File: src/hdl/eeprom_pkg.sv
package eeprom_pkg;

    // 2048 byte part, top three bits travel in the control byte
    localparam int ADDR_W = 11;

    // device type nibble of the control byte
    localparam logic [3:0] DEV_TYPE = 4'b1010;

    // one operation of the bit engine
    typedef enum logic [1:0]
    {
        OP_START,
        OP_STOP,
        OP_WRITE,   // 8 bits out, ack slot sampled
        OP_READ     // 8 bits in, master ack slot driven
    } bus_op_t;

    // host command as held for the sequencer
    typedef struct packed
    {
        logic              rd;
        logic [ADDR_W-1:0] addr;
        logic [7:0]        wdata;
    } ee_cmd_t;

endpackage

File: src/hdl/serial_bus_if.sv
`timescale 1ns/1ps

interface serial_bus_if;
    import eeprom_pkg::*;

    logic       go;          // one cycle, only when engine is free
    bus_op_t    op;
    logic [7:0] tx_byte;
    logic       master_ack;  // 1 = ack the read byte, 0 = nack

    logic       ack_done;    // one pulse per go
    logic [7:0] rx_byte;
    logic       ack_seen;    // device pulled SDA low in the ack slot

    modport sequencer
    (
        output go, op, tx_byte, master_ack,
        input  ack_done, rx_byte, ack_seen
    );

    modport engine
    (
        input  go, op, tx_byte, master_ack,
        output ack_done, rx_byte, ack_seen
    );

endinterface

File: src/hdl/eeprom_bit_engine.sv
`timescale 1ns/1ps

module eeprom_bit_engine #(
    parameter int CLK_DIV = 2
) (
    input  logic CLK,
    input  logic RESET,
    input  logic sda_in,
    output logic scl,
    output logic sda_out,
    output logic sda_oe,
    serial_bus_if.engine bus
);
    import eeprom_pkg::*;

    // one bit = CLK_DIV cycles SCL low, then CLK_DIV cycles SCL high
    localparam int PH_W = $clog2(2 * CLK_DIV);
    localparam logic [PH_W-1:0] PH_LAST = PH_W'(2 * CLK_DIV - 1);
    localparam logic [PH_W-1:0] PH_HIGH = PH_W'(CLK_DIV);
    localparam logic [PH_W-1:0] PH_DATA = PH_W'(CLK_DIV / 2);  // mid low phase

    typedef enum logic [1:0] {E_IDLE, E_LOAD, E_RUN} eng_state_t;

    eng_state_t      state;
    bus_op_t         op_r;
    logic [7:0]      tx_r;
    logic [7:0]      rx_sh;
    logic            mack_r;
    logic [PH_W-1:0] ph;
    logic [PH_W-1:0] ph_nxt;
    logic [PH_W-1:0] tgt_ph;
    logic [3:0]      bit_cnt;
    logic [3:0]      bit_nxt;
    logic [3:0]      tgt_bit;
    logic [3:0]      last_bit;
    logic            last_ph;
    logic            is_cond;
    logic            op_end;
    logic            scl_tgt;
    logic            sda_upd;
    logic            oe_tgt;

    always_comb
    begin
        last_ph  = (ph == PH_LAST);
        ph_nxt   = last_ph ? '0 : ph + 1'b1;
        bit_nxt  = last_ph ? bit_cnt + 4'd1 : bit_cnt;
        is_cond  = (op_r == OP_START) || (op_r == OP_STOP);
        last_bit = is_cond ? 4'd1 : 4'd8;
        op_end   = (state == E_RUN) && last_ph && (bit_cnt == last_bit);

        // position the outputs move to on this edge
        if (state == E_LOAD)
        begin
            tgt_bit = '0;
            tgt_ph  = '0;
        end
        else
        begin
            tgt_bit = bit_nxt;
            tgt_ph  = ph_nxt;
        end

        // second bit of start/stop keeps SCL high and moves SDA at its start
        scl_tgt = (is_cond && tgt_bit == 4'd1) || (tgt_ph >= PH_HIGH);
        sda_upd = (is_cond && tgt_bit == 4'd1) ? (tgt_ph == '0) : (tgt_ph == PH_DATA);

        case (op_r)
            OP_START: oe_tgt = (tgt_bit == 4'd1);   // release, then fall
            OP_STOP:  oe_tgt = (tgt_bit == 4'd0);   // pull low, then rise
            OP_WRITE: oe_tgt = (tgt_bit == 4'd8) ? 1'b0 : ~tx_r[3'd7 - tgt_bit[2:0]];
            default:  oe_tgt = (tgt_bit == 4'd8) ? mack_r : 1'b0;
        endcase
    end

    always_ff @(posedge CLK)
    begin
        if (RESET)
        begin
            state        <= E_IDLE;
            ph           <= '0;
            bit_cnt      <= '0;
            scl          <= 1'b1;
            sda_oe       <= 1'b0;
            bus.ack_done <= 1'b0;
            bus.ack_seen <= 1'b0;
        end
        else
        begin
            bus.ack_done <= 1'b0;
            case (state)
                E_IDLE:
                    if (bus.go)
                        state <= E_LOAD;
                E_LOAD:
                begin
                    state   <= E_RUN;
                    ph      <= '0;
                    bit_cnt <= '0;
                end
                default:
                    if (op_end)
                    begin
                        state        <= E_IDLE;
                        bus.ack_done <= 1'b1;
                    end
                    else
                    begin
                        ph      <= ph_nxt;
                        bit_cnt <= bit_nxt;
                    end
            endcase

            // bus lines hold between operations
            if (state == E_LOAD || (state == E_RUN && !op_end))
            begin
                scl <= scl_tgt;
                if (sda_upd)
                    sda_oe <= oe_tgt;
            end

            if (state == E_RUN && last_ph && !is_cond && bit_cnt == 4'd8)
                bus.ack_seen <= ~sda_in;   // low on SDA = ack
        end
    end

    always_ff @(posedge CLK)
    begin
        if (state == E_IDLE && bus.go)
        begin
            op_r   <= bus.op;
            tx_r   <= bus.tx_byte;
            mack_r <= bus.master_ack;
        end
        // sampled at the end of the SCL high phase
        if (state == E_RUN && last_ph && !is_cond && bit_cnt < 4'd8)
            rx_sh <= {rx_sh[6:0], sda_in};
    end

    assign bus.rx_byte = rx_sh;
    assign sda_out     = 1'b0;   // open drain, only ever pulls low

endmodule

File: src/hdl/eeprom_cmd_regs.sv
`timescale 1ns/1ps

module eeprom_cmd_regs (
    input  logic                            CLK,
    input  logic                            RESET,
    input  logic                            cmd_valid,
    input  logic                            cmd_read,
    input  logic [eeprom_pkg::ADDR_W-1:0]   cmd_addr,
    input  logic [7:0]                      cmd_wdata,
    input  logic                            finish,
    input  logic [7:0]                      rx_data,
    input  logic                            nack,
    output logic                            start,
    output eeprom_pkg::ee_cmd_t             cmd,
    output logic                            busy,
    output logic                            done,
    output logic [7:0]                      rd_data,
    output logic                            nack_err
);

    logic accept;

    assign accept = cmd_valid && !busy;   // strobes while busy are lost

    always_ff @(posedge CLK)
    begin
        if (RESET)
        begin
            busy     <= 1'b0;
            start    <= 1'b0;
            done     <= 1'b0;
            nack_err <= 1'b0;
        end
        else
        begin
            start <= 1'b0;
            done  <= 1'b0;
            if (accept)
            begin
                busy  <= 1'b1;
                start <= 1'b1;
            end
            else if (finish)
            begin
                busy     <= 1'b0;
                done     <= 1'b1;
                nack_err <= nack;
            end
        end
    end

    always_ff @(posedge CLK)
    begin
        if (accept)
            cmd <= '{rd: cmd_read, addr: cmd_addr, wdata: cmd_wdata};
        if (finish)
            rd_data <= rx_data;   // held until next done
    end

endmodule

File: src/hdl/eeprom_ctrl_top.sv
`timescale 1ns/1ps

module eeprom_ctrl_top #(
    parameter int CLK_DIV = 2
) (
    input  logic                            CLK,
    input  logic                            RESET,
    input  logic                            cmd_valid,
    input  logic                            cmd_read,
    input  logic [eeprom_pkg::ADDR_W-1:0]   cmd_addr,
    input  logic [7:0]                      cmd_wdata,
    output logic                            busy,
    output logic                            done,
    output logic [7:0]                      rd_data,
    output logic                            nack_err,
    output logic                            scl,
    output logic                            sda_out,
    output logic                            sda_oe,
    input  logic                            sda_in
);
    import eeprom_pkg::*;

    ee_cmd_t    cmd;
    logic       start;
    logic       finish;
    logic [7:0] rx_data;
    logic       nack;

    serial_bus_if bus_i ();

    eeprom_cmd_regs cmd_regs_i (
        .CLK       (CLK),
        .RESET     (RESET),
        .cmd_valid (cmd_valid),
        .cmd_read  (cmd_read),
        .cmd_addr  (cmd_addr),
        .cmd_wdata (cmd_wdata),
        .finish    (finish),
        .rx_data   (rx_data),
        .nack      (nack),
        .start     (start),
        .cmd       (cmd),
        .busy      (busy),
        .done      (done),
        .rd_data   (rd_data),
        .nack_err  (nack_err)
    );

    eeprom_sequencer sequencer_i (
        .CLK     (CLK),
        .RESET   (RESET),
        .start   (start),
        .cmd     (cmd),
        .finish  (finish),
        .rx_data (rx_data),
        .nack    (nack),
        .bus     (bus_i.sequencer)
    );

    eeprom_bit_engine #(
        .CLK_DIV (CLK_DIV)
    ) bit_engine_i (
        .CLK     (CLK),
        .RESET   (RESET),
        .sda_in  (sda_in),
        .scl     (scl),
        .sda_out (sda_out),
        .sda_oe  (sda_oe),
        .bus     (bus_i.engine)
    );

endmodule

File: src/hdl/eeprom_sequencer.sv
`timescale 1ns/1ps

module eeprom_sequencer (
    input  logic                 CLK,
    input  logic                 RESET,
    input  logic                 start,
    input  eeprom_pkg::ee_cmd_t  cmd,
    output logic                 finish,
    output logic [7:0]           rx_data,
    output logic                 nack,
    serial_bus_if.sequencer      bus
);
    import eeprom_pkg::*;

    typedef enum logic [3:0]
    {
        ST_IDLE,
        ST_START,
        ST_CTRL_W,
        ST_ADDR,
        ST_DATA,
        ST_RSTART,
        ST_CTRL_R,
        ST_READ,
        ST_STOP
    } step_t;

    step_t      step;
    step_t      step_nxt;
    bus_op_t    op_nxt;
    logic [7:0] tx_nxt;
    logic       advance;
    logic       wr_step;

    always_comb
    begin
        advance = (step == ST_IDLE) ? start : bus.ack_done;
        wr_step = (step == ST_CTRL_W) || (step == ST_ADDR) ||
                  (step == ST_DATA) || (step == ST_CTRL_R);

        case (step)
            ST_IDLE:   step_nxt = ST_START;
            ST_START:  step_nxt = ST_CTRL_W;
            ST_CTRL_W: step_nxt = bus.ack_seen ? ST_ADDR : ST_STOP;
            ST_ADDR:
                if (!bus.ack_seen)
                    step_nxt = ST_STOP;
                else if (cmd.rd)
                    step_nxt = ST_RSTART;
                else
                    step_nxt = ST_DATA;
            ST_DATA:   step_nxt = ST_STOP;
            ST_RSTART: step_nxt = ST_CTRL_R;
            ST_CTRL_R: step_nxt = bus.ack_seen ? ST_READ : ST_STOP;
            ST_READ:   step_nxt = ST_STOP;
            default:   step_nxt = ST_IDLE;
        endcase

        case (step_nxt)
            ST_START,
            ST_RSTART: op_nxt = OP_START;
            ST_READ:   op_nxt = OP_READ;
            ST_STOP:   op_nxt = OP_STOP;
            default:   op_nxt = OP_WRITE;
        endcase

        // control byte: type nibble, block bits a10..a8, r/w
        case (step_nxt)
            ST_CTRL_W: tx_nxt = {DEV_TYPE, cmd.addr[ADDR_W-1:8], 1'b0};
            ST_ADDR:   tx_nxt = cmd.addr[7:0];
            ST_DATA:   tx_nxt = cmd.wdata;
            ST_CTRL_R: tx_nxt = {DEV_TYPE, cmd.addr[ADDR_W-1:8], 1'b1};
            default:   tx_nxt = 8'h00;
        endcase
    end

    always_ff @(posedge CLK)
    begin
        if (RESET)
        begin
            step   <= ST_IDLE;
            bus.go <= 1'b0;
            finish <= 1'b0;
            nack   <= 1'b0;
        end
        else
        begin
            bus.go <= 1'b0;
            finish <= 1'b0;
            if (advance)
            begin
                step   <= step_nxt;
                bus.go <= (step_nxt != ST_IDLE);
                finish <= (step == ST_STOP);
                if (step == ST_IDLE)
                    nack <= 1'b0;
                else if (wr_step && !bus.ack_seen)
                    nack <= 1'b1;   // machine already heads for stop
            end
        end
    end

    always_ff @(posedge CLK)
    begin
        if (advance)
        begin
            bus.op      <= op_nxt;
            bus.tx_byte <= tx_nxt;
        end
        if (advance && step == ST_READ)
            rx_data <= bus.rx_byte;
    end

    // single byte read always closes with a master nack
    assign bus.master_ack = 1'b0;

endmodule

File: config.mk
export PLATFORM = sky130hd
export DESIGN_NAME = eeprom_ctrl_top
export DESIGN_NICKNAME = d
export VERILOG_FILES = /design/src/hdl/eeprom_pkg.sv /design/src/hdl/serial_bus_if.sv /design/src/hdl/eeprom_bit_engine.sv /design/src/hdl/eeprom_cmd_regs.sv /design/src/hdl/eeprom_ctrl_top.sv /design/src/hdl/eeprom_sequencer.sv
export SDC_FILE = /design/constraint.sdc
export NUM_CORES = 1
export LEC_CHECK = 0
export ABC_AREA = 0
export BUFFER_PORTS_ARGS = -buffer_cell sky130_fd_sc_hd__buf_2
export CORE_MARGIN = 2
export CORE_UTILIZATION = 50
export DETAILED_ROUTE_END_ITERATION = 8
export HOLD_SLACK_MARGIN = 0.03
export MAX_ROUTING_LAYER = met4
export PLACE_DENSITY = 0.76
export SLEW_MARGIN = 5
export SYNTH_ARGS = -nofsm -noshare
export SYNTH_HDL_FRONTEND = slang
export SYNTH_SLANG_ARGS = --single-unit
File: constraint.sdc
create_clock -name CLK -period 2.85 [get_ports CLK]
set_input_delay 0.4275 -clock CLK [delete_from_list [all_inputs] [get_ports CLK]]
set_output_delay 0.4275 -clock CLK [all_outputs]
set_load 0.02 [all_outputs]
==> flow_results.xml <==
<?xml version="1.0" encoding="UTF-8"?>
<metrics>
  <group name="worst_setup_path">
    <metric name="setup.worst_path.end_class" unit="">flop</metric>
    <metric name="cp_max_fo" unit="">12</metric>
    <metric name="crit_path_kind" unit="">flop to flop</metric>
    <metric name="worstPathCellList" unit="">inv_1, ha_1, or3b_1, a21oi_2, o21ai_2, o21a_1, o2111ai_2, mux2i_1</metric>
    <metric name="r2r_cells" unit="">8</metric>
    <metric name="arrival" unit="ns">2.64</metric>
    <metric name="setup.reg_to_reg.worst_slack" unit="ns">0.48</metric>
    <metric name="timing.critical_path.from_type" unit="">flop</metric>
    <metric name="timing.rr.end" unit="">bit_engine_i.sda_oe</metric>
    <metric name="required" unit="ns">3.12</metric>
    <metric name="cpPeakStageDelay" unit="ns">0.55</metric>
    <metric name="rr_startpoint" unit="">bit_engine_i.bit_cnt[0]</metric>
    <metric name="critical-path-slowest-cell" unit="">sky130_fd_sc_hd__dfxtp_1</metric>
  </group>
  <group name="global_routing">
    <metric name="remaining_overflow_grt" unit="">0</metric>
    <metric name="grt_pass1_wl" unit="um">9030</metric>
    <metric name="global_route.usage.total" unit="%">15.7</metric>
    <metric name="grt_max_degree" unit="">26</metric>
    <metric name="grt_antenna_before_repair" unit="">0</metric>
    <metric name="first_global_vias" unit="">2052</metric>
  </group>
  <group name="sta">
    <metric name="fin_tns_setup" unit="ns">0</metric>
    <metric name="max_clock_freq" unit="MHz">422</metric>
    <metric name="setup_violations" unit="">0</metric>
    <metric name="tightestPinTransition" unit="ns">0.722</metric>
    <metric name="fin_skew" unit="ns">0.0116</metric>
    <metric name="min_period" unit="ns">2.37</metric>
    <metric name="max_slew_margin" unit="%">51.7</metric>
    <metric name="hold_ws" unit="ns">0.257</metric>
    <metric name="min_period_over_period" unit="%">83.2</metric>
    <metric name="final_hold_viol_count" unit="">0</metric>
    <metric name="setup_slack" unit="ns">0.480</metric>
    <metric name="setup_repair_after_global_routing_missed_its_margin" unit="">false</metric>
    <metric name="drv_slew" unit="">0</metric>
  </group>
  <group name="drt">
    <metric name="drt.antenna.violating_nets" unit="">0</metric>
    <metric name="drtPass1Iterations" unit="">4</metric>
    <metric name="drcViolationCount" unit="">0</metric>
    <metric name="route.detailed.wl_per_inst" unit="um">13.2</metric>
    <metric name="routed-via-count" unit="">2116</metric>
    <metric name="drt_iter0_markers" unit="">103</metric>
    <metric name="drt_wl_total" unit="um">5450</metric>
    <metric name="viasPerCell" unit="">5.14</metric>
  </group>
  <group name="hold_path">
    <metric name="min-delay-start" unit="">cmd_wdata[3]</metric>
    <metric name="holdCritPathClass" unit="">input port to flop</metric>
    <metric name="worst_hold_path.endpoint" unit="">cmd_regs_i.cmd[3]</metric>
    <metric name="min_delay_path_depth" unit="">1</metric>
  </group>
  <group name="die">
    <metric name="die_y" unit="um">87.7</metric>
    <metric name="initial_utilization" unit="%">51.5</metric>
    <metric name="placement_rows" unit="">30</metric>
    <metric name="top_level_ports" unit="">38</metric>
    <metric name="coreArea" unit="sq um">6790</metric>
    <metric name="die-area" unit="sq um">7690</metric>
    <metric name="dieWidth" unit="um">87.7</metric>
  </group>
  <group name="yosys">
    <metric name="total_standard_cell_area_after_synthesis" unit="sq um">3500</metric>
    <metric name="netlist_instances" unit="">275</metric>
    <metric name="netlist-cell-type-count" unit="">49</metric>
    <metric name="ys_seq_area_share" unit="%">68.0</metric>
    <metric name="synth.ff_latch_count" unit="">87</metric>
    <metric name="average_footprint_of_a_synthesized_cell" unit="sq um">12.7</metric>
    <metric name="synth-async-reset-ratio" unit="%">0</metric>
    <metric name="mappedNetlistNets" unit="">302</metric>
    <metric name="edff_count_synth" unit="">64</metric>
    <metric name="postSynth.topFlopCell" unit="">sky130_fd_sc_hd__edfxtp_1</metric>
    <metric name="yosys_warnings" unit="">0</metric>
  </group>
  <group name="layout">
    <metric name="finish.net_count" unit="">338</metric>
    <metric name="stdcell_area" unit="sq um">3940</metric>
    <metric name="most_common_cell_after_layout_fill_and_taps_aside" unit="">sky130_fd_sc_hd__edfxtp_1</metric>
    <metric name="areaGrowthSynthToFinish" unit="%">12.5</metric>
    <metric name="antenna_cells_inserted" unit="">0</metric>
    <metric name="post_route_cells_drive_above_1_share" unit="%">19.6</metric>
    <metric name="final_cell_mix" unit="">sky130_fd_sc_hd__edfxtp_1 (64), sky130_fd_sc_hd__buf_2 (36), sky130_fd_sc_hd__nor2_1 (30), sky130_fd_sc_hd__dfxtp_1 (23)</metric>
    <metric name="final_cells" unit="">412</metric>
  </group>
  <group name="clock_tree">
    <metric name="clk_latency" unit="ns">0.34</metric>
    <metric name="cts_setup_buffers" unit="">0</metric>
    <metric name="clk_transition_reported_paths" unit="ns">0.09</metric>
    <metric name="cts_tree" unit="">yes</metric>
    <metric name="number_of_clock_buffers_inserted_by_tritoncts" unit="">9</metric>
    <metric name="post_cts_hold_buffer_count" unit="">0</metric>
    <metric name="cts_max_path_buffers" unit="">2</metric>
    <metric name="clkSinkCount" unit="">87</metric>
    <metric name="cts.repair.resized" unit="">0</metric>
    <metric name="clock-root-buffer" unit="">sky130_fd_sc_hd__clkbuf_8</metric>
    <metric name="h-tree-depth" unit="">3</metric>
  </group>
  <group name="pwr">
    <metric name="ir_drop" unit="mV">0.461</metric>
    <metric name="power.leakage" unit="nW">1.38</metric>
    <metric name="power_per_cell_area" unit="nW/um^2">580</metric>
  </group>
  <group name="placement">
    <metric name="dpl_worst_slack" unit="ns">0.512</metric>
    <metric name="port-buffer-count" unit="">36</metric>
    <metric name="place.detailed.instances" unit="">396</metric>
    <metric name="dpl-instance-area" unit="sq um">3750</metric>
    <metric name="place_congestion" unit="">0.964</metric>
    <metric name="dpl.hpwl" unit="um">3720</metric>
  </group>
  <group name="status">
    <metric name="status" unit="">finished, final reports clean</metric>
  </group>
  <group name="run">
    <metric name="max-cap-violations" unit="">0</metric>
  </group>
</metrics>
[kinds of logic after synthesis]
| kind of cell | after synthesis | share of synthesized area [%] |
|---|---|---|
| compound gates | 52 | 10.3 |
| xor+xnor | 6 | 1.50 |
| fa+ha+maj | 3 | 1.07 |
| buf+inv | 24 | 3.07 |
| flops | 87 | 68.0 |
| mux | 9 | 2.64 |
| other cells | 1 | 0.107 |
| simple gates | 93 | 13.3 |
[synth_stat cells (4+ instances only)]
master,instances,share of area [%]
sky130_fd_sc_hd__inv_1,11,1.2
sky130_fd_sc_hd__mux2i_1,7,2.0
sky130_fd_sc_hd__nor3_1,9,1.3
sky130_fd_sc_hd__o21ai_0,6,0.86
sky130_fd_sc_hd__nand2b_1,8,1.4
sky130_fd_sc_hd__nor2_1,30,3.2
sky130_fd_sc_hd__nor2b_1,4,0.71
sky130_fd_sc_hd__a211oi_1,4,0.86
sky130_fd_sc_hd__dfxtp_1,23,13
sky130_fd_sc_hd__clkbuf_1,8,0.86
sky130_fd_sc_hd__nand2_1,19,2.0
sky130_fd_sc_hd__a21oi_1,19,2.7
sky130_fd_sc_hd__nand3_1,7,1.0
sky130_fd_sc_hd__edfxtp_1,64,55
[power breakdown]
group          total [mW]  switching, mW  internal [mW]  leakage (nW)
Sequential           1.41         0.0155           1.39         0.779
Clock               0.798          0.446          0.353        0.0875
Combinational      0.0792         0.0481         0.0311         0.518
[worst max-delay path by stage]
stage | to | slack (ns) | startpoint | cells past startpoint
detailed placement | bit_engine_i.sda_oe | 0.51 | bit_engine_i.bit_cnt[0] | 8
global route | bit_engine_i.sda_oe | 0.35 | bit_engine_i.bit_cnt[0] | 8
CTS | bit_engine_i.sda_oe | 0.48 | bit_engine_i.bit_cnt[0] | 8
finish | bit_engine_i.sda_oe | 0.48 | bit_engine_i.bit_cnt[0] | 8
global placement | bit_engine_i.sda_oe | 0.63 | bit_engine_i.bit_cnt[0] | 8
floorplan | bit_engine_i.sda_oe | 0.80 | bit_engine_i.bit_cnt[0] | 9
[worst max-delay path: cells and delay by family (launching register included)]
kind            cells  cell delay, ns
compound gates      4            0.71
fa+ha+maj           1            0.34
buf+inv             1            0.14
flops               1            0.55
mux                 1            0.20
simple gates        1            0.37
[per-layer routing]
layer,up-vias,GRT usage (%),routed length [um]
met5,-,-,0
met4,0,5.87,61
met3,6,3.96,185
met2,47,24.9,2750
met1,986,19.7,2450
li1,1077,-,-
[state kept, by name, indices dropped and copies added (netlist names), 4 cells and up]
register and cells:
sequencer_i.bus.tx_byte 8, bit_engine_i.tx_r 8, bit_engine_i.bus.rx_byte 8, bit_engine_i.bit_cnt 4
cmd_regs_i.rd_data 8, cmd_regs_i.cmd 20, sequencer_i.rx_data 8, sequencer_i.step 4
[layout make-up]
type	instances	area, sq um
clock buffer	10	138
clock inverter	6	51.3
fill	552	2850
inverter	11	41.3
multi-input combinational	164	1010
sequential	87	2380
tap	96	120
timing repair buffer	38	195
[metrics by stage]
stage	total power, mW	utilization, %
after CTS	2.30	58.0
final	2.28	58.0
after global placement	1.51	55.2
after global routing	2.37	58.0
after detailed placement	1.52	55.2
after floorplan	1.48	-
Power figures use the tool's default switching activity.
